File: config.mk
export PLATFORM = sky130hd
export DESIGN_NAME = display_nav
export DESIGN_NICKNAME = d
export VERILOG_FILES = /design/src/hdl/board_pkg.sv /design/src/hdl/display_nav.sv
export VERILOG_INCLUDE_DIRS = /design/src /design/src/hdl
export SDC_FILE = /design/constraint.sdc
export NUM_CORES = 1
export LEC_CHECK = 0
export ABC_AREA = 1
export BUFFER_PORTS_ARGS = -buffer_cell sky130_fd_sc_hd__buf_4
export CORE_ASPECT_RATIO = 0.7
export CORE_UTILIZATION = 62
export CTS_CLUSTER_SIZE = 14
export DETAILED_ROUTE_END_ITERATION = 8
export GPL_TIMING_DRIVEN = 0
export HOLD_SLACK_MARGIN = 0.05
export MAX_ROUTING_LAYER = met4
export PLACE_DENSITY = 0.85
export SLEW_MARGIN = 20
export SYNTH_ARGS = -nofsm -noshare
export SYNTH_HDL_FRONTEND = slang
export SYNTH_SLANG_ARGS = --single-unit
export TNS_END_PERCENT = 50
File: constraint.sdc
create_clock -name clk -period 3.7 [get_ports clk]
set_clock_uncertainty 0.05 [all_clocks]
set_input_delay 0.74 -clock clk [delete_from_list [all_inputs] [get_ports clk]]
set_output_delay 0.74 -clock clk [all_outputs]
set_load 0.005 [all_outputs]
File: src/hdl/board_defs.svh
//======================================================================
// Board-wide widths, memory size and debounce defaults
// Included by the package and by any module that sizes a port or count
//======================================================================
`ifndef BOARD_DEFS_SVH
`define BOARD_DEFS_SVH

// Memory geometry, 256 KiB of bytes
`define BOARD_ADDR_WIDTH 18
`define BOARD_DATA_WIDTH 8
`define BOARD_MEM_SIZE 262144
`define BOARD_MAX_ADDR (`BOARD_MEM_SIZE - 1)

// Set-address word from the JTAG host
`define BOARD_JTAG_ADDR_WIDTH 15

// Push button filter
// 500000 cycles is 10 ms at 50 MHz
`define BOARD_DEBOUNCE_CYCLES 500000
`define BOARD_DEBOUNCE_CNT_WIDTH 20

// Seven-segment digit, one bit per segment
`define BOARD_SEG_WIDTH 7

// Status LEDs
// 0 write strobe, 1 data change, 2 button, 3 top limit, 4 bottom limit
`define BOARD_LED_COUNT 5

`endif

File: src/hdl/board_pkg.sv
//======================================================================
// Shared types for the memory hub, referenced as board_pkg::name
//======================================================================
`default_nettype none

`include "board_defs.svh"

package board_pkg;

    // Memory address and data
    typedef logic [`BOARD_ADDR_WIDTH-1:0] addr_t;
    typedef logic [`BOARD_DATA_WIDTH-1:0] byte_t;

    // Address word as the host sends it, zero-extended on load
    typedef logic [`BOARD_JTAG_ADDR_WIDTH-1:0] jtag_addr_t;

    // Active-low segment pattern, bit 0 is segment a
    typedef logic [`BOARD_SEG_WIDTH-1:0] seg_t;

    // One hex digit
    typedef logic [3:0] nibble_t;

    // JTAG write FSM
    typedef enum logic [1:0] {
        JTAG_IDLE  = 2'd0,
        JTAG_WRITE = 2'd1,
        JTAG_WAIT  = 2'd2
    } jtag_state_t;

endpackage

`default_nettype wire

File: src/hdl/display_nav.sv
//======================================================================
// Display address stepped by button pulses, saturating at both ends
//======================================================================
`timescale 1ns/1ns
`default_nettype none

`include "board_defs.svh"

module display_nav (
    input  logic             clk,
    input  logic             rst,
    input  logic             up,
    input  logic             down,
    output board_pkg::addr_t disp_addr,
    output logic             at_max,
    output logic             at_zero
);

    localparam board_pkg::addr_t MAX_ADDR = board_pkg::addr_t'(`BOARD_MAX_ADDR);

    // Limit flags, also used to stop the count
    assign at_max  = (disp_addr == MAX_ADDR);
    assign at_zero = (disp_addr == '0);

    // Up has precedence when both pulses land together
    always_ff @(posedge clk or posedge rst) begin
        if (rst) begin
            disp_addr <= '0;
        end else if (up) begin
            if (!at_max) begin
                disp_addr <= disp_addr + 1'b1;
            end
        end else if (down) begin
            if (!at_zero) begin
                disp_addr <= disp_addr - 1'b1;
            end
        end
    end

endmodule

`default_nettype wire

Word level (Yosys, flattened, before mapping)
Index checks and enable logic that the tools add are counted.

storage, ports and cells
  logic and storage cells = 13
  register bits after elaboration = 18
  input port bits = 4

operators by class
  reductions and logical operators = 3
  mux-type cells = 4
  add/subtract/negate cells = 2
  eq/ne operators = 3

operators with widths
  kind                                                 number
  2-to-1 mux 18 bit                                    4
  adder 18 x 1 -> 18 bit (second input constant)       1
  == test 18 bit (second input constant)               1
  logical NOT 18 bit                                   1
  subtractor 18 x 1 -> 18 bit (second input constant)  1
  inequality test 2 bit (second input constant)        2
  AND reduction 3 bit                                  1
  nonzero test 2 bit                                   1

Logic depth before layout (Yosys ltp)
  depth after elaboration = 4
  gate-level depth with buffers = 13

Least setup slack after synthesis
No wires, ideal clock.

  path type = input -> register
  from = in up
  to = reg disp_addr[9]
  buffers on the path = 0
  stages on the path = 11
  library setup time = 117 ps
  data arrival time = 2179 ps
  path slack = 1353 ps
  required time = 3533 ps
  cell sequence = inv_1 ha_1 nand2_1 inv_1 nand2_1 nand2_1 nand2_1 nand3_1 or2_2 nand3_1 nand2_1

between the ends
  word-level cells in the longest chain between the ends = 2
  elaborated cells between the ends (all ways) = 5
  those cells by class = 2 x eq/ne; 1 x mux; 2 x reduce/logical

RTL lines
  element                                                                       RTL line           source
  start: declaration                                                            display_nav.sv:12  input logic up,
  inequality test 2 bit (no source line) or nonzero test 2 bit (tied branches)  --
  AND reduction 3 bit (no source line)                                          --
  end signal: assignment                                                        display_nav.sv:31  disp_addr <= disp_addr + 1'b1;
  end signal: assignment                                                        display_nav.sv:35  disp_addr <= disp_addr - 1'b1;
  end: declaration                                                              display_nav.sv:14  output board_pkg::addr_t disp_addr,

Parallel ways exist; a longest one is shown, timed or not.
A chain may end at the register's enable or synchronous reset.

Worst setup path in the final report
  from = in up
  to = reg disp_addr[16]

The elaborated chain is that of the path after synthesis.

==> results.toml <==
[status]
status = "finished, final reports clean"

[yosys]
number_of_unique_standard_cell_types_used_by_synthesis = 25
ys_seq_elements = 18
yosysSeqAreaShare_pct = 25.6
syn_avg_cell_area_um2 = 6.41
mappedNetlistArea_mm2 = 0.00176
ys_warn_count = 0
post_synth_inst_count = 274
postSynthNetCount = 295

[drt]
dr.pass1.iters = 8
via_per_inst = 5.78
drt-wirelength-per-cell_um = 13.9
first_iter_violations = 263
route.final.wire_length_mm = 4.66
drc = 0
drtAntennaViolNets = 0
route.vias.total = 1935

[sta]
achievable-frequency_mhz = 382
report.final.hold_viol_count = 0
setup_viol_count_final = 0
max_slew.worst_pin.slew_ns = 0.719
finalSetupTns_ns = 0
post_route_hold_slack_ns = 0.509
postLayoutSetupSlackWorst_ns = 1.08
unrepaired_setup_endpoints_after_global_routing = "false"
slew-limit-headroom_pct = 52.0
finalMaxSlewViolations = 0
period_share_pct = 70.8
period_minus_slack_ns = 2.62

[finish]
largestRegisters = "disp_addr: 18 flops"
area_taken_by_multi_input_logic_gates_mm2 = 0.00113
layout-drive-gt1-share_pct = 12.0
finish.instance_area_mm2 = 0.00203
nNetsFinal = 323
max_flop_register = "disp_addr"
antennaDiodeCount = 0
layout-area-overhead-vs-synth_pct = 15.4
layout.cells.most_common = "sky130_fd_sc_hd__nand2_1"
fill_cells = 206
layout.cells.most_common_list = "sky130_fd_sc_hd__nand2_1, sky130_fd_sc_hd__inv_1, sky130_fd_sc_hd__nand3_1, sky130_fd_sc_hd__buf_4, sky130_fd_sc_hd__dfrtp_1"
layout.area.seq_um2 = 450
number_of_flip_flops_under_the_largest_register_name = 18

[critical_path]
worstPathArrival_ns = 2.72
cp_top_family = "compound AO/OA/AOI/OAI gates"
end_kind = "flip-flop"
worstPathCellList = "buf_4 -> inv_1 -> ha_1 -> a21oi_1 -> o21ai_0 -> a21oi_1 -> nand3_1 -> nand3_1 -> nand2_1"
setup.worst_path.class = "in -> reg"
critical-path-max-stage-delay_ns = 0.47
crit_required_ns = 3.80
critical_path.slowest_cell = "sky130_fd_sc_hd__inv_1"
number_of_buffer_and_inverter_instances_along_the_worst_setup_path = 2
worst_r2r_path_depth = 10
crit_path_start_kind = "input pin"
cp_max_fo = 16
path_depth = 9

[power]
ir_drop_uv = 518
cellLeakagePower_nw = 1.15
power_density_mw_per_mm2 = 914

[global_routing]
grt_use_total_pct = 34.8
global_route_overflow = 0
grt_pass1_wl_mm = 7.58
antenna_found_initial = 0
number_of_global_route_vias_before_repair = 1670
grt_start_max_net_pins = 19

[floorplanning]
core_mm2 = 0.00257
row_count = 15
dieHeight_um = 46.5
die_w_um = 65.6
number_of_top_level_pins = 24
effective_utilization_at_floorplan_pct = 68.3
floorplan.die_area_mm2 = 0.00305

[clock_network]
clk_pin_slew_worst_paths_ns = 0.07
cts.hold.buffers_added = 0
post_cts_resize_count = 0
tritoncts.num_buffers = 3
clock_tree.htree_level_count = 1
worst_skew_pair_later_pin_latency_ns = 0.26
post_cts.repair.setup_buffers = 0
clock_sinks = 18
max-clock-path-buffers = 2
clk_root_buffer_cell = "sky130_fd_sc_hd__clkbuf_8"
tritoncts_clock_tree = "built"

[placed_design]
place_hpwl_mm = 3.57
dpl_worst_slack_ns = 0.875
buffers_on_ports = 23
gp_congestion = 0.959
dpl_cell_area_mm2 = 0.00197

[min_path]
hold_path_depth = 2
holdCritPathClass = "reg -> reg"

[job]
timing.max_cap.violations = 0
==> metrics by stage <==
stage	power [mW]	utilization (%)	cells
final	1.85	78.8	335
after global routing	2.02	78.8	335
after CTS	1.82	78.8	335
after detailed placement	1.64	76.7	331
after global placement	1.60	76.7	331
after floorplan	1.26	-	274
==> final timing paths <==
check	startpoint	to	slack, ns
min	disp_addr[13]	disp_addr[13]	0.51
max	up	disp_addr[16]	1.08
max in group asynchronous	rst	disp_addr[9]	2.60
min reg2reg	disp_addr[13]	disp_addr[13]	0.51
min in group asynchronous	rst	disp_addr[8]	0.54
max reg2reg	disp_addr[0]	disp_addr[16]	1.54
==> cells in the mapped netlist, drive strengths merged <==
library cell  count  share of area, %
nand3            24               6.8
nand2            99                21
or2               2              0.71
a21o              1              0.43
fa                1               1.1
nand4             1              0.36
o21ai            15               4.7
a21oi            16               4.6
nor2             17               3.6
xor2              5               2.5
ha               16                11
xnor2             4               2.0
buf               3               1.7
nand3b            4               1.7
inv              39               8.5
and2              1              0.36
nor3              8               2.6
dfrtp            18                26
==> layout make-up <==
type / instances / share of cell area [%]
inverter: 39 / 7.35
buffer: 3 / 1.48
tap: 34 / 2.10
sequential: 18 / 22.2
multi-input combinational: 214 / 55.6
clock buffer: 4 / 2.72
timing repair buffer: 23 / 8.52
==> cells by family after synthesis <==
logic type	after synthesis	share of synthesized area, %
adder cells (fa/ha/maj)	17	12.5
flip-flops	18	25.6
XOR/XNOR	9	4.49
AO/OA/AOI/OAI	32	9.69
buffers and inverters	42	10.2
AND/OR/NAND/NOR	156	37.5
==> power by group <==
| group | internal, mW | switching (mW) | total [mW] |
|---|---|---|---|
| combinational | 0.517 | 0.728 | 1.25 |
| clock | 0.0948 | 0.0746 | 0.169 |
| sequential | 0.301 | 0.138 | 0.439 |
| total | 0.913 | 0.940 | 1.85 |
==> layer usage <==
metal,track usage (%),wire (um),up-vias
met5,-,0,-
li1,-,-,933
met4,14.3,89,0
met3,6.44,503,12
met2,51.2,1960,122
met1,47.0,2110,868
==> worst register-to-register path, delay by kind of cell, from the launching register on <==
kind            cells  cell delay, ns
compound gates      1            0.30
fa+ha+maj           1            0.46
buf+inv             1            0.12
flops               1            0.48
simple gates        7            0.66
No activity file was read; power rests on OpenSTA's default activity.
