`config.mk`:
```
export PLATFORM = sky130hd
export DESIGN_NAME = jtag_write_ctrl
export DESIGN_NICKNAME = d
export VERILOG_FILES = /design/src/hdl/board_pkg.sv /design/src/hdl/jtag_write_ctrl.sv
export VERILOG_INCLUDE_DIRS = /design/src /design/src/hdl
export SDC_FILE = /design/constraint.sdc
export NUM_CORES = 1
export LEC_CHECK = 0
export BUFFER_PORTS_ARGS = -buffer_cell sky130_fd_sc_hd__buf_2
export CORE_UTILIZATION = 52
export CTS_CLUSTER_SIZE = 30
export DETAILED_ROUTE_END_ITERATION = 16
export PLACE_DENSITY_LB_ADDON = 0.05
export SETUP_SLACK_MARGIN = 0.15
export SYNTH_ARGS = -nofsm -noshare
export SYNTH_HDL_FRONTEND = slang
export SYNTH_SLANG_ARGS = --single-unit
```
`constraint.sdc`:
```
create_clock -name clk -period 3.1 [get_ports clk]
set_input_delay 0.62 -clock clk [delete_from_list [all_inputs] [get_ports clk]]
set_output_delay 0.62 -clock clk [all_outputs]
set_load 0.01 [all_outputs]
```
`src/hdl/board_defs.svh`:
```
//======================================================================
// Board-wide widths, memory size and debounce defaults
// Included by the package and by any module that sizes a port or count
//======================================================================
`ifndef BOARD_DEFS_SVH
`define BOARD_DEFS_SVH

// Memory geometry, 256 KiB of bytes
`define BOARD_ADDR_WIDTH 18
`define BOARD_DATA_WIDTH 8
`define BOARD_MEM_SIZE 262144
`define BOARD_MAX_ADDR (`BOARD_MEM_SIZE - 1)

// Set-address word from the JTAG host
`define BOARD_JTAG_ADDR_WIDTH 15

// Push button filter
// 500000 cycles is 10 ms at 50 MHz
`define BOARD_DEBOUNCE_CYCLES 500000
`define BOARD_DEBOUNCE_CNT_WIDTH 20

// Seven-segment digit, one bit per segment
`define BOARD_SEG_WIDTH 7

// Status LEDs
// 0 write strobe, 1 data change, 2 button, 3 top limit, 4 bottom limit
`define BOARD_LED_COUNT 5

`endif

```
`src/hdl/board_pkg.sv`:
```
//======================================================================
// Shared types for the memory hub, referenced as board_pkg::name
//======================================================================
`default_nettype none

`include "board_defs.svh"

package board_pkg;

    // Memory address and data
    typedef logic [`BOARD_ADDR_WIDTH-1:0] addr_t;
    typedef logic [`BOARD_DATA_WIDTH-1:0] byte_t;

    // Address word as the host sends it, zero-extended on load
    typedef logic [`BOARD_JTAG_ADDR_WIDTH-1:0] jtag_addr_t;

    // Active-low segment pattern, bit 0 is segment a
    typedef logic [`BOARD_SEG_WIDTH-1:0] seg_t;

    // One hex digit
    typedef logic [3:0] nibble_t;

    // JTAG write FSM
    typedef enum logic [1:0] {
        JTAG_IDLE  = 2'd0,
        JTAG_WRITE = 2'd1,
        JTAG_WAIT  = 2'd2
    } jtag_state_t;

endpackage

`default_nettype wire

```
`src/hdl/jtag_write_ctrl.sv`:
```
//======================================================================
// JTAG host input sampling, write FSM, write pointer and RAM port mux
// Writes go first, the display read gets the port in every other cycle
//======================================================================
`timescale 1ns/1ns
`default_nettype none

module jtag_write_ctrl (
    input  logic                   clk,
    input  logic                   rst,
    input  board_pkg::byte_t       jtag_data,
    input  board_pkg::jtag_addr_t  jtag_addr,
    input  board_pkg::addr_t       disp_addr,
    output logic                   mem_we,
    output logic                   mem_re,
    output board_pkg::addr_t       mem_addr,
    output board_pkg::byte_t       mem_wdata,
    output logic                   data_changed
);

    //==================================================================
    // Input sampling and change detection
    //==================================================================
    board_pkg::byte_t       data_sync;
    board_pkg::byte_t       data_prev;
    board_pkg::jtag_addr_t  addr_sync;
    board_pkg::jtag_addr_t  addr_prev;
    logic                   addr_changed;

    // Host holds both words as levels, any change is an event
    always_ff @(posedge clk or posedge rst) begin
        if (rst) begin
            data_sync    <= '0;
            data_prev    <= '0;
            data_changed <= 1'b0;
            addr_sync    <= '0;
            addr_prev    <= '0;
            addr_changed <= 1'b0;
        end else begin
            data_sync    <= jtag_data;
            data_prev    <= data_sync;
            data_changed <= (data_sync != data_prev);
            addr_sync    <= jtag_addr;
            addr_prev    <= addr_sync;
            addr_changed <= (addr_sync != addr_prev);
        end
    end

    //==================================================================
    // Write FSM, IDLE then WRITE then WAIT
    //==================================================================
    board_pkg::jtag_state_t state;
    board_pkg::jtag_state_t state_next;
    board_pkg::byte_t       wdata_reg;
    board_pkg::addr_t       wr_ptr;

    always_ff @(posedge clk or posedge rst) begin
        if (rst) begin
            state <= board_pkg::JTAG_IDLE;
        end else begin
            state <= state_next;
        end
    end

    // Changes seen outside IDLE are dropped
    always_comb begin
        state_next = state;
        case (state)
            board_pkg::JTAG_IDLE: begin
                if (data_changed) begin
                    state_next = board_pkg::JTAG_WRITE;
                end
            end
            board_pkg::JTAG_WRITE: state_next = board_pkg::JTAG_WAIT;
            board_pkg::JTAG_WAIT:  state_next = board_pkg::JTAG_IDLE;
            default:               state_next = board_pkg::JTAG_IDLE;
        endcase
    end

    // Byte captured as the FSM leaves IDLE, held through the write
    always_ff @(posedge clk) begin
        if (state == board_pkg::JTAG_IDLE && data_changed) begin
            wdata_reg <= data_sync;
        end
    end

    // New host address wins over the post-write increment
    always_ff @(posedge clk or posedge rst) begin
        if (rst) begin
            wr_ptr <= '0;
        end else if (addr_changed) begin
            wr_ptr <= board_pkg::addr_t'(addr_sync);
        end else if (state == board_pkg::JTAG_WRITE) begin
            wr_ptr <= wr_ptr + 1'b1;
        end
    end

    //==================================================================
    // RAM port select
    //==================================================================
    assign mem_we    = (state == board_pkg::JTAG_WRITE);
    assign mem_re    = ~mem_we;
    assign mem_addr  = mem_we ? wr_ptr : disp_addr;
    assign mem_wdata = wdata_reg;

endmodule

`default_nettype wire

```
-- Word-level counts from Yosys, hierarchy flattened
Cells that the tools add are included.
- register bits: 76
- logic and storage cells: 23
- $add $sub $neg: 1
- equality and inequality tests: 4
- mux-type cells: 5
- bitwise gates (word level): 1
- reduce and logical (&&, ||, !) cells: 3
- operators with widths (cell ; number):
    $mux 18 ; 3
    $add 18x1->18 const B ; 1
    $ne 15x15->1 ; 1
    $ne 8x8->1 ; 1
    $pmux 2 s2 ; 1
    $eq 2x1->1 const B ; 1
    $logic_not 2->1 ; 1
    $mux 2 ; 1
    $ne 2x2->1 const B ; 1
    $reduce_bool 2->1 ; 1
    $logic_and 1x1->1 ; 1
    $not 1->1 ; 1

-- Longest topological paths before layout
- depth in word-level cells: 3
- gate-level depth with buffers: 6
- mapped depth without buffers: 5

-- Worst setup path after synthesis
No wires, ideal clock.
- path kind: reg-to-output
- start: register state[0]
- end: output port mem_addr[10]
- data arrival time: 1.194 ns
- required time: 2.480 ns
- path slack: 1.286 ns
- cell stages (with the launch flop): 6
- path buffers: 2
- cells stage by stage: dfrtp_1 > nand2b_1 > buf_2 > buf_1 > nand2_1 > nand2_1
- word-level cells in the longest chain between the ends: 2
- ends and longest elaborated chain (what ; line ; RTL):
    start: declaration ; jtag_write_ctrl.sv:52 ; board_pkg::jtag_state_t state;
    start signal: assignment ; jtag_write_ctrl.sv:59 ; state <= board_pkg::JTAG_IDLE;
    start signal: assignment ; jtag_write_ctrl.sv:61 ; state <= state_next;
    $eq 2x1->1 ; jtag_write_ctrl.sv:101 ; assign mem_we = (state == board_pkg::JTAG_WRITE);
    $mux 18 ; jtag_write_ctrl.sv:103 ; assign mem_addr = mem_we ? wr_ptr : disp_addr;
    end: declaration ; jtag_write_ctrl.sv:16 ; output board_pkg::addr_t mem_addr,
Every way passes these cells.

-- Worst setup path after layout
- start: register state[1]
- end: output port mem_addr[10]
The elaborated chain is that of the path after synthesis.

==> metrics.md <==
| Metric | Value |
|---|---|
| Status | `finished clean` |
| RSZ-0062 raised after global routing | `false` |
| Min Tclk post-route | `2.42 ns` |
| CP delay by family, top | `simple AND/OR/NAND/NOR gates` |
| Post-CTS resize count | `0` |
| Vias in the first global route | `1871` |
| Relative slew margins | `36.9%` |
| Die H | `78.8 um` |
| Mapped Cells | `257` |
| Area leader, netlist | `dfrtp_1` |
| Crit-path max FO | `18` |
| FF-to-FF End | `wr_ptr[3]$_DFFE_PP0P_` |
| Final ANT Viol Nets | `0` |
| Syn Nets | `301` |
| Nets | `380` |
| Final hold violation count | `0` |
| Max-cap viol count | `0` |
| Clk Tree Root Cell | `clkbuf_8` |
| Final Cycle Share | `78.1%` |
| Commonest non-fill, non-tap cell in the layout | `buf_2` |
| Placer's final routability congestion estimate | `0.778` |
| CTS Hold Bufs | `0` |
| Critical Path Source Type | `register` |
| Setup slack, reg-to-reg | `1.26 ns` |
| Worst-Skew Late Latency | `0.35 ns` |
| Clk sink count | `76` |
| Buffers on Ports | `71` |
| Most frequent cells in the layout | `buf_2 (71), dfrtp_1 (68), nand2_1 (62)` |
| Worst min-delay path class | `in -> async` |
| Syn Std Cell Area | `0.00307 mm^2` |
| Synth unique cells | `33` |
| DRT Pass-1 Iters | `6` |
| # Post-CTS Setup Buffers | `0` |
| #FFs+latches synth | `76` |
| CTS tree | `done` |
| Post-synthesis sequential area ratio | `63.3%` |
| CP bufs+invs | `2` |
| Max-slew violations | `0` |
| Routed length per instance | `13.0 um` |
| Setup TNS | `0 ns` |
| Crit-path most repeated cell | `nand2_1` |
| Post-synth top area share | `55.4%` |
| CP max stage cell | `dfrtp_1` |
| Die area | `0.00621 mm^2` |
| 1st-iter DRT viols | `123` |
| # setup viols final | `0` |
| IO Count | `72` |
| R2R cell count | `5` |
| Clock Path Buffers | `2` |
| Area growth syn-to-layout | `20.1%` |
| Crit. End Element | `output pin` |
| Core area | `0.00561 mm^2` |
| Die width | `78.8 um` |
| Worst path max stage delay | `0.42 ns` |
| Remaining Overflow, GRT | `0` |
| Final HPWL DP | `3850 um` |
| Largest cells by area after synthesis | `dfrtp_1 (55%), edfxtp_1 (7.8%), nand2_1 (7.6%), xor2_1 (7.4%), xnor2_1 (2.9%)` |
| H-tree depth | `3` |
| Diode count | `0` |
| Fraction of layout cells with a size suffix above 1 | `32.0%` |
| Lkg Pwr | `1.74 nW` |
| Arr. time, crit path | `1.80 ns` |
| Layout Cells excl Fill | `413` |
| Placed insts | `397` |
| # DRC | `0` |
| Worst Setup Path Type | `reg -> out` |
| Clk slew on worst S/H paths | `0.08 ns` |
| Initial cell density of the core | `54.7%` |
| Routed vias | `2029` |
| # fillers | `454` |
| Fmax | `413 MHz` |
| GRT Overall Usage | `19.7%` |
| First-pass GRT wire length | `9050 um` |
| Mapped Avg Cell Area | `11.9 um^2` |
| Largest net degree at the start of global routing | `34` |
| CP cell instances | `nand2b_1, inv_2, nand2_1, nand2_1, buf_2` |
| PD cells | `654 mW/mm^2` |
| Inserted Clock Buffers | `9` |
| # rows | `27` |
| R2R Path Start | `state[1]$_DFFE_PP0P_` |
| Initial antenna violation count | `0` |
| CP required | `2.48 ns` |
| Maximum vdd drop | `0.402 mV` |
| Ys Warns | `0` |
| Total power | `2.41 mW` |
| DRT Wirelength | `5370 um` |
| Routed vias/inst | `4.91` |
| Worst-Margin Slew | `0.947 ns` |
| Clk_skew | `0.00822 ns` |
==> stage by stage <==
stage,worst slack (ns),util [%],hold WS [ns],area (um^2)
2_1_floorplan,0.768,-,0.387,3070
3_5_place_dp,1.02,62.7,0.402,3520
6_report,0.680,65.7,0.230,3680
3_3_place_gp,1.11,62.7,0.399,3520
5_1_grt,0.478,65.7,0.263,3680
4_1_cts,0.657,65.7,0.233,3680
==> worst reg2reg max path: stages (launching register included) <==
cell and delay [ns]:
dfrtp_1 0.42, nand2b_1 0.38, inv_2 0.36, nand4_1 0.16, xnor2_1 0.15, mux2_2 0.26
==> sequential cells by signal, indices dropped and copies added, names as in the netlist <==
register	count
data_changed	1
addr_prev	15
data_sync	8
addr_sync	15
wr_ptr	18
mem_wdata	8
data_prev	8
addr_changed	1
state	2
==> logic make-up (layout without fill, tap and decap cells) <==
family / count (synthesis) / after routing / share of synthesized area, %
AND/OR/NAND/NOR: 105 / 105 / 18.7
flip-flops: 76 / 76 / 63.3
XOR/XNOR: 36 / 36 / 10.3
multiplexers: 6 / 6 / 2.24
buffers and inverters: 14 / 98 / 1.79
AO/OA/AOI/OAI: 19 / 19 / 3.34
adder cells (fa/ha/maj): 1 / 1 / 0.408
==> cell usage after synthesis <==
library cell and number:
nand3b_1 2, nor2b_1 2, nor3_4 1, nor3_1 4, nand2b_1 2, mux2_4 1
inv_2 1, nand3_2 3, nor3_2 1, buf_2 2, inv_1 6, nor3b_1 2
mux2_2 3, nor4_2 5, xnor2_1 10, nor4_1 6, nand4b_4 1, a31o_2 2
nor2_1 6, nand2_1 62, o21ai_0 10, xor2_1 26, clkbuf_1 4, dfrtp_1 68
ha_1 1, nand4_4 1, mux2i_1 2, edfxtp_1 8, buf_1 1, nand4_1 5
o21ai_1 5, nand3_1 2, a21oi_1 2
==> cell type report <==
class,instances,area [um^2],share of cell area (%)
inverter,7,26.3,0.713
clock buffer,11,131,3.57
timing repair buffer,75,385,10.5
sequential,76,1940,52.7
tap,72,90.1,2.44
multi-input combinational,167,1070,29.1
clock inverter,5,37.5,1.02
==> worst max path at each step <==
stage,cells after the start,end,startpoint,slack [ns]
finish,5,mem_addr[10],state[1]$_DFFE_PP0P_,0.68
global placement,5,mem_addr[1],state[1]$_DFFE_PP0P_,1.11
global route,5,mem_addr[11],state[1]$_DFFE_PP0P_,0.48
detailed placement,5,mem_addr[11],state[0]$_DFFE_PP0P_,1.02
floorplan,1,addr_changed$_DFF_PP0_,rst,0.77
CTS,5,mem_addr[11],state[1]$_DFFE_PP0P_,0.66
==> where the power goes <==
group / internal, mW / leakage, nW / switching (mW)
Combinational: 0.236 / 0.784 / 0.349
Clock: 0.294 / 0.0799 / 0.359
Sequential: 1.11 / 0.872 / 0.0657
==> metal layers <==
metal	wire [um]	vias up	GRT usage, %
met5	0	-	0
met4	108	0	10.4
met3	310	8	3.79
met2	2320	69	28.3
met1	2640	934	28.7
li1	-	1018	-
(Power assumes the default switching activity.)
