File: config.mk
export PLATFORM = sky130hd
export DESIGN_NAME = seg_display
export DESIGN_NICKNAME = d
export VERILOG_FILES = /design/src/hdl/board_pkg.sv /design/src/hdl/seg_display.sv
export VERILOG_INCLUDE_DIRS = /design/src /design/src/hdl
export SDC_FILE = /design/constraint.sdc
export NUM_CORES = 1
export LEC_CHECK = 0
export ABC_CLOCK_PERIOD_IN_PS = 1700
export BUFFER_PORTS_ARGS = -buffer_cell sky130_fd_sc_hd__buf_4
export CORE_MARGIN = 4
export CORE_UTILIZATION = 45
export CTS_CLUSTER_DIAMETER = 30
export DETAILED_ROUTE_END_ITERATION = 10
export GPL_TIMING_DRIVEN = 0
export PLACE_DENSITY_LB_ADDON = 0.2
export SYNTH_ARGS = -nofsm -noshare
export SYNTH_HDL_FRONTEND = slang
export SYNTH_SLANG_ARGS = --single-unit
File: constraint.sdc
create_clock -name clk -period 1.7 [get_ports clk]
set_input_delay 0.17 -clock clk [delete_from_list [all_inputs] [get_ports clk]]
set_output_delay 0.17 -clock clk [all_outputs]
set_load 0.005 [all_outputs]
File: src/hdl/board_defs.svh
//======================================================================
// Board-wide widths, memory size and debounce defaults
// Included by the package and by any module that sizes a port or count
//======================================================================
`ifndef BOARD_DEFS_SVH
`define BOARD_DEFS_SVH

// Memory geometry, 256 KiB of bytes
`define BOARD_ADDR_WIDTH 18
`define BOARD_DATA_WIDTH 8
`define BOARD_MEM_SIZE 262144
`define BOARD_MAX_ADDR (`BOARD_MEM_SIZE - 1)

// Set-address word from the JTAG host
`define BOARD_JTAG_ADDR_WIDTH 15

// Push button filter
// 500000 cycles is 10 ms at 50 MHz
`define BOARD_DEBOUNCE_CYCLES 500000
`define BOARD_DEBOUNCE_CNT_WIDTH 20

// Seven-segment digit, one bit per segment
`define BOARD_SEG_WIDTH 7

// Status LEDs
// 0 write strobe, 1 data change, 2 button, 3 top limit, 4 bottom limit
`define BOARD_LED_COUNT 5

`endif

File: src/hdl/board_pkg.sv
//======================================================================
// Shared types for the memory hub, referenced as board_pkg::name
//======================================================================
`default_nettype none

`include "board_defs.svh"

package board_pkg;

    // Memory address and data
    typedef logic [`BOARD_ADDR_WIDTH-1:0] addr_t;
    typedef logic [`BOARD_DATA_WIDTH-1:0] byte_t;

    // Address word as the host sends it, zero-extended on load
    typedef logic [`BOARD_JTAG_ADDR_WIDTH-1:0] jtag_addr_t;

    // Active-low segment pattern, bit 0 is segment a
    typedef logic [`BOARD_SEG_WIDTH-1:0] seg_t;

    // One hex digit
    typedef logic [3:0] nibble_t;

    // JTAG write FSM
    typedef enum logic [1:0] {
        JTAG_IDLE  = 2'd0,
        JTAG_WRITE = 2'd1,
        JTAG_WAIT  = 2'd2
    } jtag_state_t;

endpackage

`default_nettype wire

File: src/hdl/seg_display.sv
//======================================================================
// Seven-segment output: address low byte on HEX5-4, data on HEX3-2
//======================================================================
`timescale 1ns/1ns
`default_nettype none

module seg_display (
    input  logic             clk,
    input  logic             rst,
    input  board_pkg::addr_t disp_addr,
    input  board_pkg::byte_t rdata,
    output board_pkg::seg_t  hex5,
    output board_pkg::seg_t  hex4,
    output board_pkg::seg_t  hex3,
    output board_pkg::seg_t  hex2
);

    // Active low, segment a in bit 0, covers 0 to F
    function automatic board_pkg::seg_t hex_to_seg(input board_pkg::nibble_t val);
        board_pkg::seg_t seg;
        case (val)
            4'h0:    seg = 7'b1000000;
            4'h1:    seg = 7'b1111001;
            4'h2:    seg = 7'b0100100;
            4'h3:    seg = 7'b0110000;
            4'h4:    seg = 7'b0011001;
            4'h5:    seg = 7'b0010010;
            4'h6:    seg = 7'b0000010;
            4'h7:    seg = 7'b1111000;
            4'h8:    seg = 7'b0000000;
            4'h9:    seg = 7'b0010000;
            4'hA:    seg = 7'b0001000;
            4'hB:    seg = 7'b0000011;
            4'hC:    seg = 7'b1000110;
            4'hD:    seg = 7'b0100001;
            4'hE:    seg = 7'b0000110;
            4'hF:    seg = 7'b0001110;
            default: seg = 7'b1111111;
        endcase
        return seg;
    endfunction

    //==================================================================
    // Data path
    //==================================================================
    board_pkg::byte_t data_reg;

    // One more stage after the RAM read register
    always_ff @(posedge clk or posedge rst) begin
        if (rst) begin
            data_reg <= '0;
        end else begin
            data_reg <= rdata;
        end
    end

    // Address digits straight from the pointer
    assign hex5 = hex_to_seg(disp_addr[7:4]);
    assign hex4 = hex_to_seg(disp_addr[3:0]);

    // Data digits from the registered byte
    assign hex3 = hex_to_seg(data_reg[7:4]);
    assign hex2 = hex_to_seg(data_reg[3:0]);

endmodule

`default_nettype wire

After elaboration in Yosys (flattened, before gate mapping)
Memories as Yosys holds them, arrays and structs flattened.
Cells that the tools add are included.
{ "word_totals": {"out_inout_bits": 28, "mem_bits_rw": 0, "latchBits": 0, "mem_bits_ro": 448, "register_bits": 8, "memories": 4, "wordCells": 5} }
{ "memory_table": {"columns": ["memory", "depth", "word_bits", "rd", "rd_clocked_by_memory_dff", "write_ports", "line_no", "source"], "rows": [
  ["(no name shown)", 16, 7, 1, 0, 0, "seg_display.sv:21", "case (val)"],
  ["(no name shown)", 16, 7, 1, 0, 0, "seg_display.sv:21", null],
  ["(no name shown)", 16, 7, 1, 0, 0, "seg_display.sv:21", null],
  ["(no name shown)", 16, 7, 1, 0, 0, "seg_display.sv:21", null]
]} }
{ "op_classes": {"add_sub_neg": 0, "reduce_logical": 0, "order_cmp": 0, "div_mod_pow": 0, "n_bitwise": 0, "shift": 0, "n_eq_ne": 0, "muxes": 0, "multipliers": 0} }

Depth between registers and ports, before layout
Gate-level depths: netlist (run 1).
An unclocked memory read counts as a cell.
{ "logic_depth": {"word_depth": 1, "ltp_mapped": 5, "ltp_nobuf": 5} }

Worst setup path after synthesis (run 1)
No wires, ideal clock.
{ "synth_timing": {"path_kind": "register to output", "start": "register data_reg[5]", "end": "output hex3[0]", "slack_ns": 0.174, "stages_incl_launch_ff": 6, "t_arrival_ns": 1.356, "cell_sequence": "dfrtp_1 inv_1 ha_1 and2b_2 or3b_1 o21ai_0"} }
{ "synth_via": {"elab_chain_cells": 1} }
{ "synth_lines": {"columns": ["item", "line_no", "source"], "rows": [
  ["start, declared", "seg_display.sv:46", "board_pkg::byte_t data_reg;"],
  ["start signal, assigned", "seg_display.sv:53", "data_reg <= rdata;"],
  ["$mem_v2 Z16 W7", null, null],
  ["end, declared", "seg_display.sv:14", "output board_pkg::seg_t hex3,"]
]} }
Every way passes these cells.

Worst setup path in the final report (run 1)
{ "layout_timing": {"start": "register data_reg[4]", "end": "output hex3[0]"} }
The elaborated chain is that of the path after synthesis.

==> results of run 1 <==
metal layers:
layer / wire, um / track usage (%) / share of wire [%]
met1: 1434 / 21.23 / 42
met2: 1808 / 35.87 / 53
met3: 157 / 1.240 / 4.6
met4: 29 / 5.455 / 0.85
met5: 0 / 0 / 0
cells in the mapped netlist:
cell type,number,area (um2)
mux2_2,6,67.56
a21oi_1,2,10.01
a22o_1,4,35.03
buf_2,3,15.01
a32o_1,4,40.04
nor2b_1,1,6.260
nor2_1,13,48.80
a22o_2,3,30.03
nand2b_1,3,18.77
o21ai_0,5,25.02
dfrtp_1,8,200.2
nand2_1,4,15.01
mux4_2,1,22.52
or3b_1,4,35.03
ha_1,28,350.3
buf_4,2,15.01
mux2i_1,14,140.1
buf_6,3,33.78
o22ai_1,3,18.77
mux4_1,3,78.83
and2b_2,3,26.28
inv_1,13,48.80
o31ai_1,3,22.52
worst max-delay path: stages (launching register included):
cell	delay (ps)
dfrtp_2	410
buf_6	120
ha_4	130
and2b_2	220
or3b_4	370
o21ai_2	60
buf_4	120
worst max path at each step:
stage	cells past startpoint	start	endpoint	slack [ps]
final	6	data_reg[4]	hex3[0]	-140
after global routing	6	data_reg[5]	hex3[0]	-210
after CTS	6	data_reg[5]	hex3[0]	-140
after detailed placement	6	data_reg[5]	hex3[0]	-90
after floorplan	5	data_reg[5]	hex3[0]	170
after global placement	6	data_reg[5]	hex3[0]	-30
power groups by stage:
stage / combinational, W / clock [W] / sequential [W]
global route: 0.000502 / 0.000156 / 0.000214
floorplan: 0.000199 / 0 / 0.000213
finish: 0.000457 / 0.000141 / 0.000213
CTS: 0.000426 / 0.000150 / 0.000211
global placement: 0.000347 / 0 / 0.000216
detailed placement: 0.000360 / 0 / 0.000216
logic make-up (layout without fill, tap and decap cells):
group,after synthesis,after routing,synth area share (%)
fa+ha+maj,28,28,26.87
compound gates,24,24,13.92
mux,24,24,23.70
flops,8,8,15.35
buf+inv,21,90,8.637
simple gates,28,28,11.52
final cells by class:
class,count,share of cell area (%)
plain buffers,8,3.106
well taps,31,1.888
clock buffers,3,1.096
repair buffers,66,26.07
inverters,13,2.923
flip-flops and latches,8,9.927
multi-input cells,104,54.99
what timing repair did:
| action | 4_1_cts | 5_1_grt |
|---|---|---|
| resized for setup | 37 | 14 |
| hold buffers | 1 | 0 |
| pin swaps | 8 | 1 |
| buffers inserted | 17 | 3 |
| endpoints found under the hold margin | 8 | 0 |
| setup endpoints to repair | 9 | 12 |
through the flow:
stage,area (um2),TNS [ps]
floorplan,1304,0
global placement,1680,-31.48
detailed placement,1680,-119.1
CTS,1973,-461.2
global route,2054,-1409
finish,2054,-694.2
==> impl_metrics.toml, run 1 <==
[setup_path]
worstPathMaxFanout = 4
end_kind = "output pin"
critPathLaunchType = "flip-flop"
critPathRequiredTime_ps = 1530
critical_path_class = "flip-flop to output pin"
arrival_ps = 1670

[final_layout]
fill_cells = 179
drive_gt1_share_pct = 57.43
multi_input_comb_area_um2 = 1130
nNetsFinal = 260
fin_util_pct = 74.50
seq_area_um2 = 203.9
final_cell_mix = "buf_4 (57), ha_1 (18), mux2i_1 (14), buf_6 (13), nor2_1 (13)"
largest_reg_flops = 8
syn_to_final_growth_pct = 57.58
final_common_cell = "buf_4"
insertedDiodeCount = 0
layout.cells.non_filler = 233

[cts]
clk_pin_slew_ps = 50
cts_num_sinks = 8
cts-root-buf = "clkbuf_4"
htreeDepth = 1
cts-buffers-inserted = 3
clk_path_buf_depth = 2
cts_tree = "built"

[hold_path]
holdCritStartpoint = "rdata[4]"
hp-class = "input pin to flip-flop"
hold_depth = 1
min_to = "data_reg[4]"

[logic_synthesis]
yosysUniqueCellTypes = 23
synth_seq_cells = 8
yosys_warnings = 0
yosysSeqAreaShare_pct = 15.36
avgSynthCellArea_um2 = 9.803
syn-cell-area_um2 = 1304
netlist_instances = 133
synth_fp_nets = 189

[drt]
initialDrtViolationCount = 75
vias_per_cell = 5.163
num_vias = 1203
ant_nets = 0
wl_per_cell_um = 14.72
remaining_drc_errors = 0
routed_wl_um = 3429
drt_pass1_iterations = 4

[grt]
grt_overflow = 0
grt_max_degree = 11
antenna_found_initial = 0
grt_pass1_wl_um = 5347
grt_util_all_layers_pct = 18.43
grt_pass1_vias = 1189

[power]
power_w = 0.0008111
p_switching_w = 0.0002656
power_frac_seq_pct = 26.2
combPwrFrac_pct = 56.4
peakVddDrop_mv = 0.3971
pwr-share-clk_pct = 17.4
powerDensity_nw_per_um2 = 394.8
p_leak_nw = 1.037
swShare_pct = 32.74
p_int_w = 0.0005456

[placement]
place_ws_ps = -89.68
globalplace.congestion = 0.8451
port_buffers = 45
place_hpwl_um = 2272
place_inst = 209

[floorplan]
rows = 19
core_um2 = 2758
dieHeight_um = 61.83
die_x_um = 61.83
die-area_um2 = 3822
initial_core_util_pct = 47.28
io_pins = 56

[outcome]
failed_checks = "negative setup slack"
outcome = "complete, but fails checks"

[timing]
worstMarginPinSlew_ps = 275.0
fin_ws_ps = -143.4
hold_viol = 0
fin_crit_sh_pct = 108.4
slew_headroom_pct = 81.14
maxSlewViolCount = 0
min_period_ps = 1843
setup_viol = 9
rsz0062_at_grt = "true"
fmax_ghz = 0.5425
holdWs_ps = 21.92

[flow_run]
maxCapViolCount = 0
Power figures use the tool's default switching activity.
==> run 2, diff against run 1 <==
- ABC_CLOCK_PERIOD_IN_PS: 1700 -> 1800
- CORE_MARGIN: 4 -> 5
- clock period: 1.7 -> 1.8 ns (I/O delays scaled with it)
==> run 2 against run 1 <==
The run still ends with negative setup slack left. Critical path depth down 1. Final area down 6.3%. Flip-flop and latch count unchanged. Die area up 6.6%. Sequential share of layout area up 0.61 points. Largest cell class unchanged. Via count down 1.1%.
==> impl_metrics.toml, run 2 (synthesis results as in run 1) <==
[outcome]
outcome = "complete, but fails checks"
failed_checks = "negative setup slack"

[flow_run]
maxCapViolCount = 0

[final_layout]
finalInstanceArea_um2 = 1924
final_common_cell = "buf_4"
syn_to_final_growth_pct = 47.60
drive_gt1_share_pct = 52.06
fill_cells = 208
nNetsFinal = 252
insertedDiodeCount = 0
layout.cells.non_filler = 225
largest_reg_flops = 8
final_cell_mix = "buf_4 (55), ha_1 (21), mux2i_1 (14), nor2_1 (12), inv_1 (8)"

[setup_path]
critPathTopFamily = "multiplexers"
critPathRequiredTime_ps = 1620
critPathBufInv = 3
cp_num_cells = 5
slowest_delay_ps = 480
critical_path_class = "flip-flop to output pin"
arrival_ps = 1660
critPathLaunchType = "flip-flop"
end_kind = "output pin"
crit_path_top_delay_cell = "mux4_1"
crit_path_cell_trace = "inv_2, ha_1, inv_1, mux4_1, buf_4"
worstPathMaxFanout = 4

[hold_path]
hold_depth = 1
hp-class = "input pin to flip-flop"

[cts]
cts_tree = "built"
cts-buffers-inserted = 3
cts_num_sinks = 8
clk_path_buf_depth = 2
cts-root-buf = "clkbuf_4"
clk_pin_slew_ps = 50
htreeDepth = 1

[floorplan]
die_x_um = 63.83
io_pins = 56
rows = 19
core_um2 = 2758
dieHeight_um = 63.83
die-area_um2 = 4074
initial_core_util_pct = 47.28

[timing]
rsz0062_at_grt = "true"
min_period_ps = 1841
slew_headroom_pct = 81.47
setup_viol = 3
hold_viol = 0
setup_tns_ps = -70.82
fmax_ghz = 0.5432
maxSlewViolCount = 0
holdWs_ps = 37.88
fin_crit_sh_pct = 102.3
worstMarginPinSlew_ps = 277.7
fin_ws_ps = -40.97

[drt]
routed_wl_um = 3080
num_vias = 1190
remaining_drc_errors = 0
vias_per_cell = 5.289
drt_pass1_iterations = 3
wl_per_cell_um = 13.69
initialDrtViolationCount = 116
ant_nets = 0

[placement]
place_area_um2 = 1680
place_inst = 209
globalplace.congestion = 0.8309
place_hpwl_um = 2354
port_buffers = 45

[power]
peakVddDrop_mv = 0.4469
powerDensity_nw_per_um2 = 377.3
p_leak_nw = 1.004

[grt]
grt_max_degree = 11
grt_util_all_layers_pct = 14.80
grt_pass1_vias = 1190
antenna_found_initial = 0
grt_overflow = 0
grt_pass1_wl_um = 5030
==> run 2: changes by cell type in the layout (fill, tap and decap cells not counted), moves of 2 or more <==
cell and delta:
ha_4 -3, inv_2 -2, buf_6 -6, ha_1 +3, buf_4 -2, inv_1 +3
==> run 2: layout make-up <==
class	count	area [um2]	share of cell area (%)
Sequential cell	8	202.7	10.53
Clock buffer	3	22.52	1.170
Inverter	13	53.80	2.796
Tap cell	31	38.79	2.016
Multi-Input combinational cell	104	1090	56.63
Buffer	8	63.81	3.316
Timing Repair Buffer	58	452.9	23.54
==> run 2: timing repair <==
action,4_1_cts,5_1_grt
pin swaps,2,6
hold buffers,1,0
resized for setup,18,16
buffers inserted,9,3
hold endpoints to repair,8,0
endpoints found under the setup margin,8,6
==> run 2: metal layers <==
metal	wire length (um)	track usage [%]	vias up
met2	1608	28.02	33
li1	-	-	597
met3	182	2.802	6
met5	0	0	-
met4	53	7.532	0
met1	1235	15.13	554
==> run 2: final timing paths <==
kind	slack (ps)	startpoint	to
worst max-delay path	-40	data_reg[4]	hex3[3]
worst min-delay path	40	rdata[1]	data_reg[1]
max in group asynchronous	1130	rst	data_reg[0]
min in group asynchronous	430	rst	data_reg[3]
==> run 2: per-stage QoR <==
step / total power (W) / setup WS [ps] / utilization (%)
final: 0.0007260 / -40.97 / 69.78
after global routing: 0.0007887 / -132.8 / 69.78
after global placement: 0.0005324 / 61.74 / 60.93
after CTS: 0.0007117 / -58.26 / 66.97
after detailed placement: 0.0005459 / 1.399 / 60.93
after floorplan: 0.0003891 / 264.5 / -
==> run 2: where the power goes <==
group	switching (W)	leakage, nW	internal [W]
clock network	0.0000539	0.0138	0.0000758
logic	0.000169	0.899	0.000228
registers	0.00000976	0.0912	0.000190
total	0.000233	1.00	0.000493
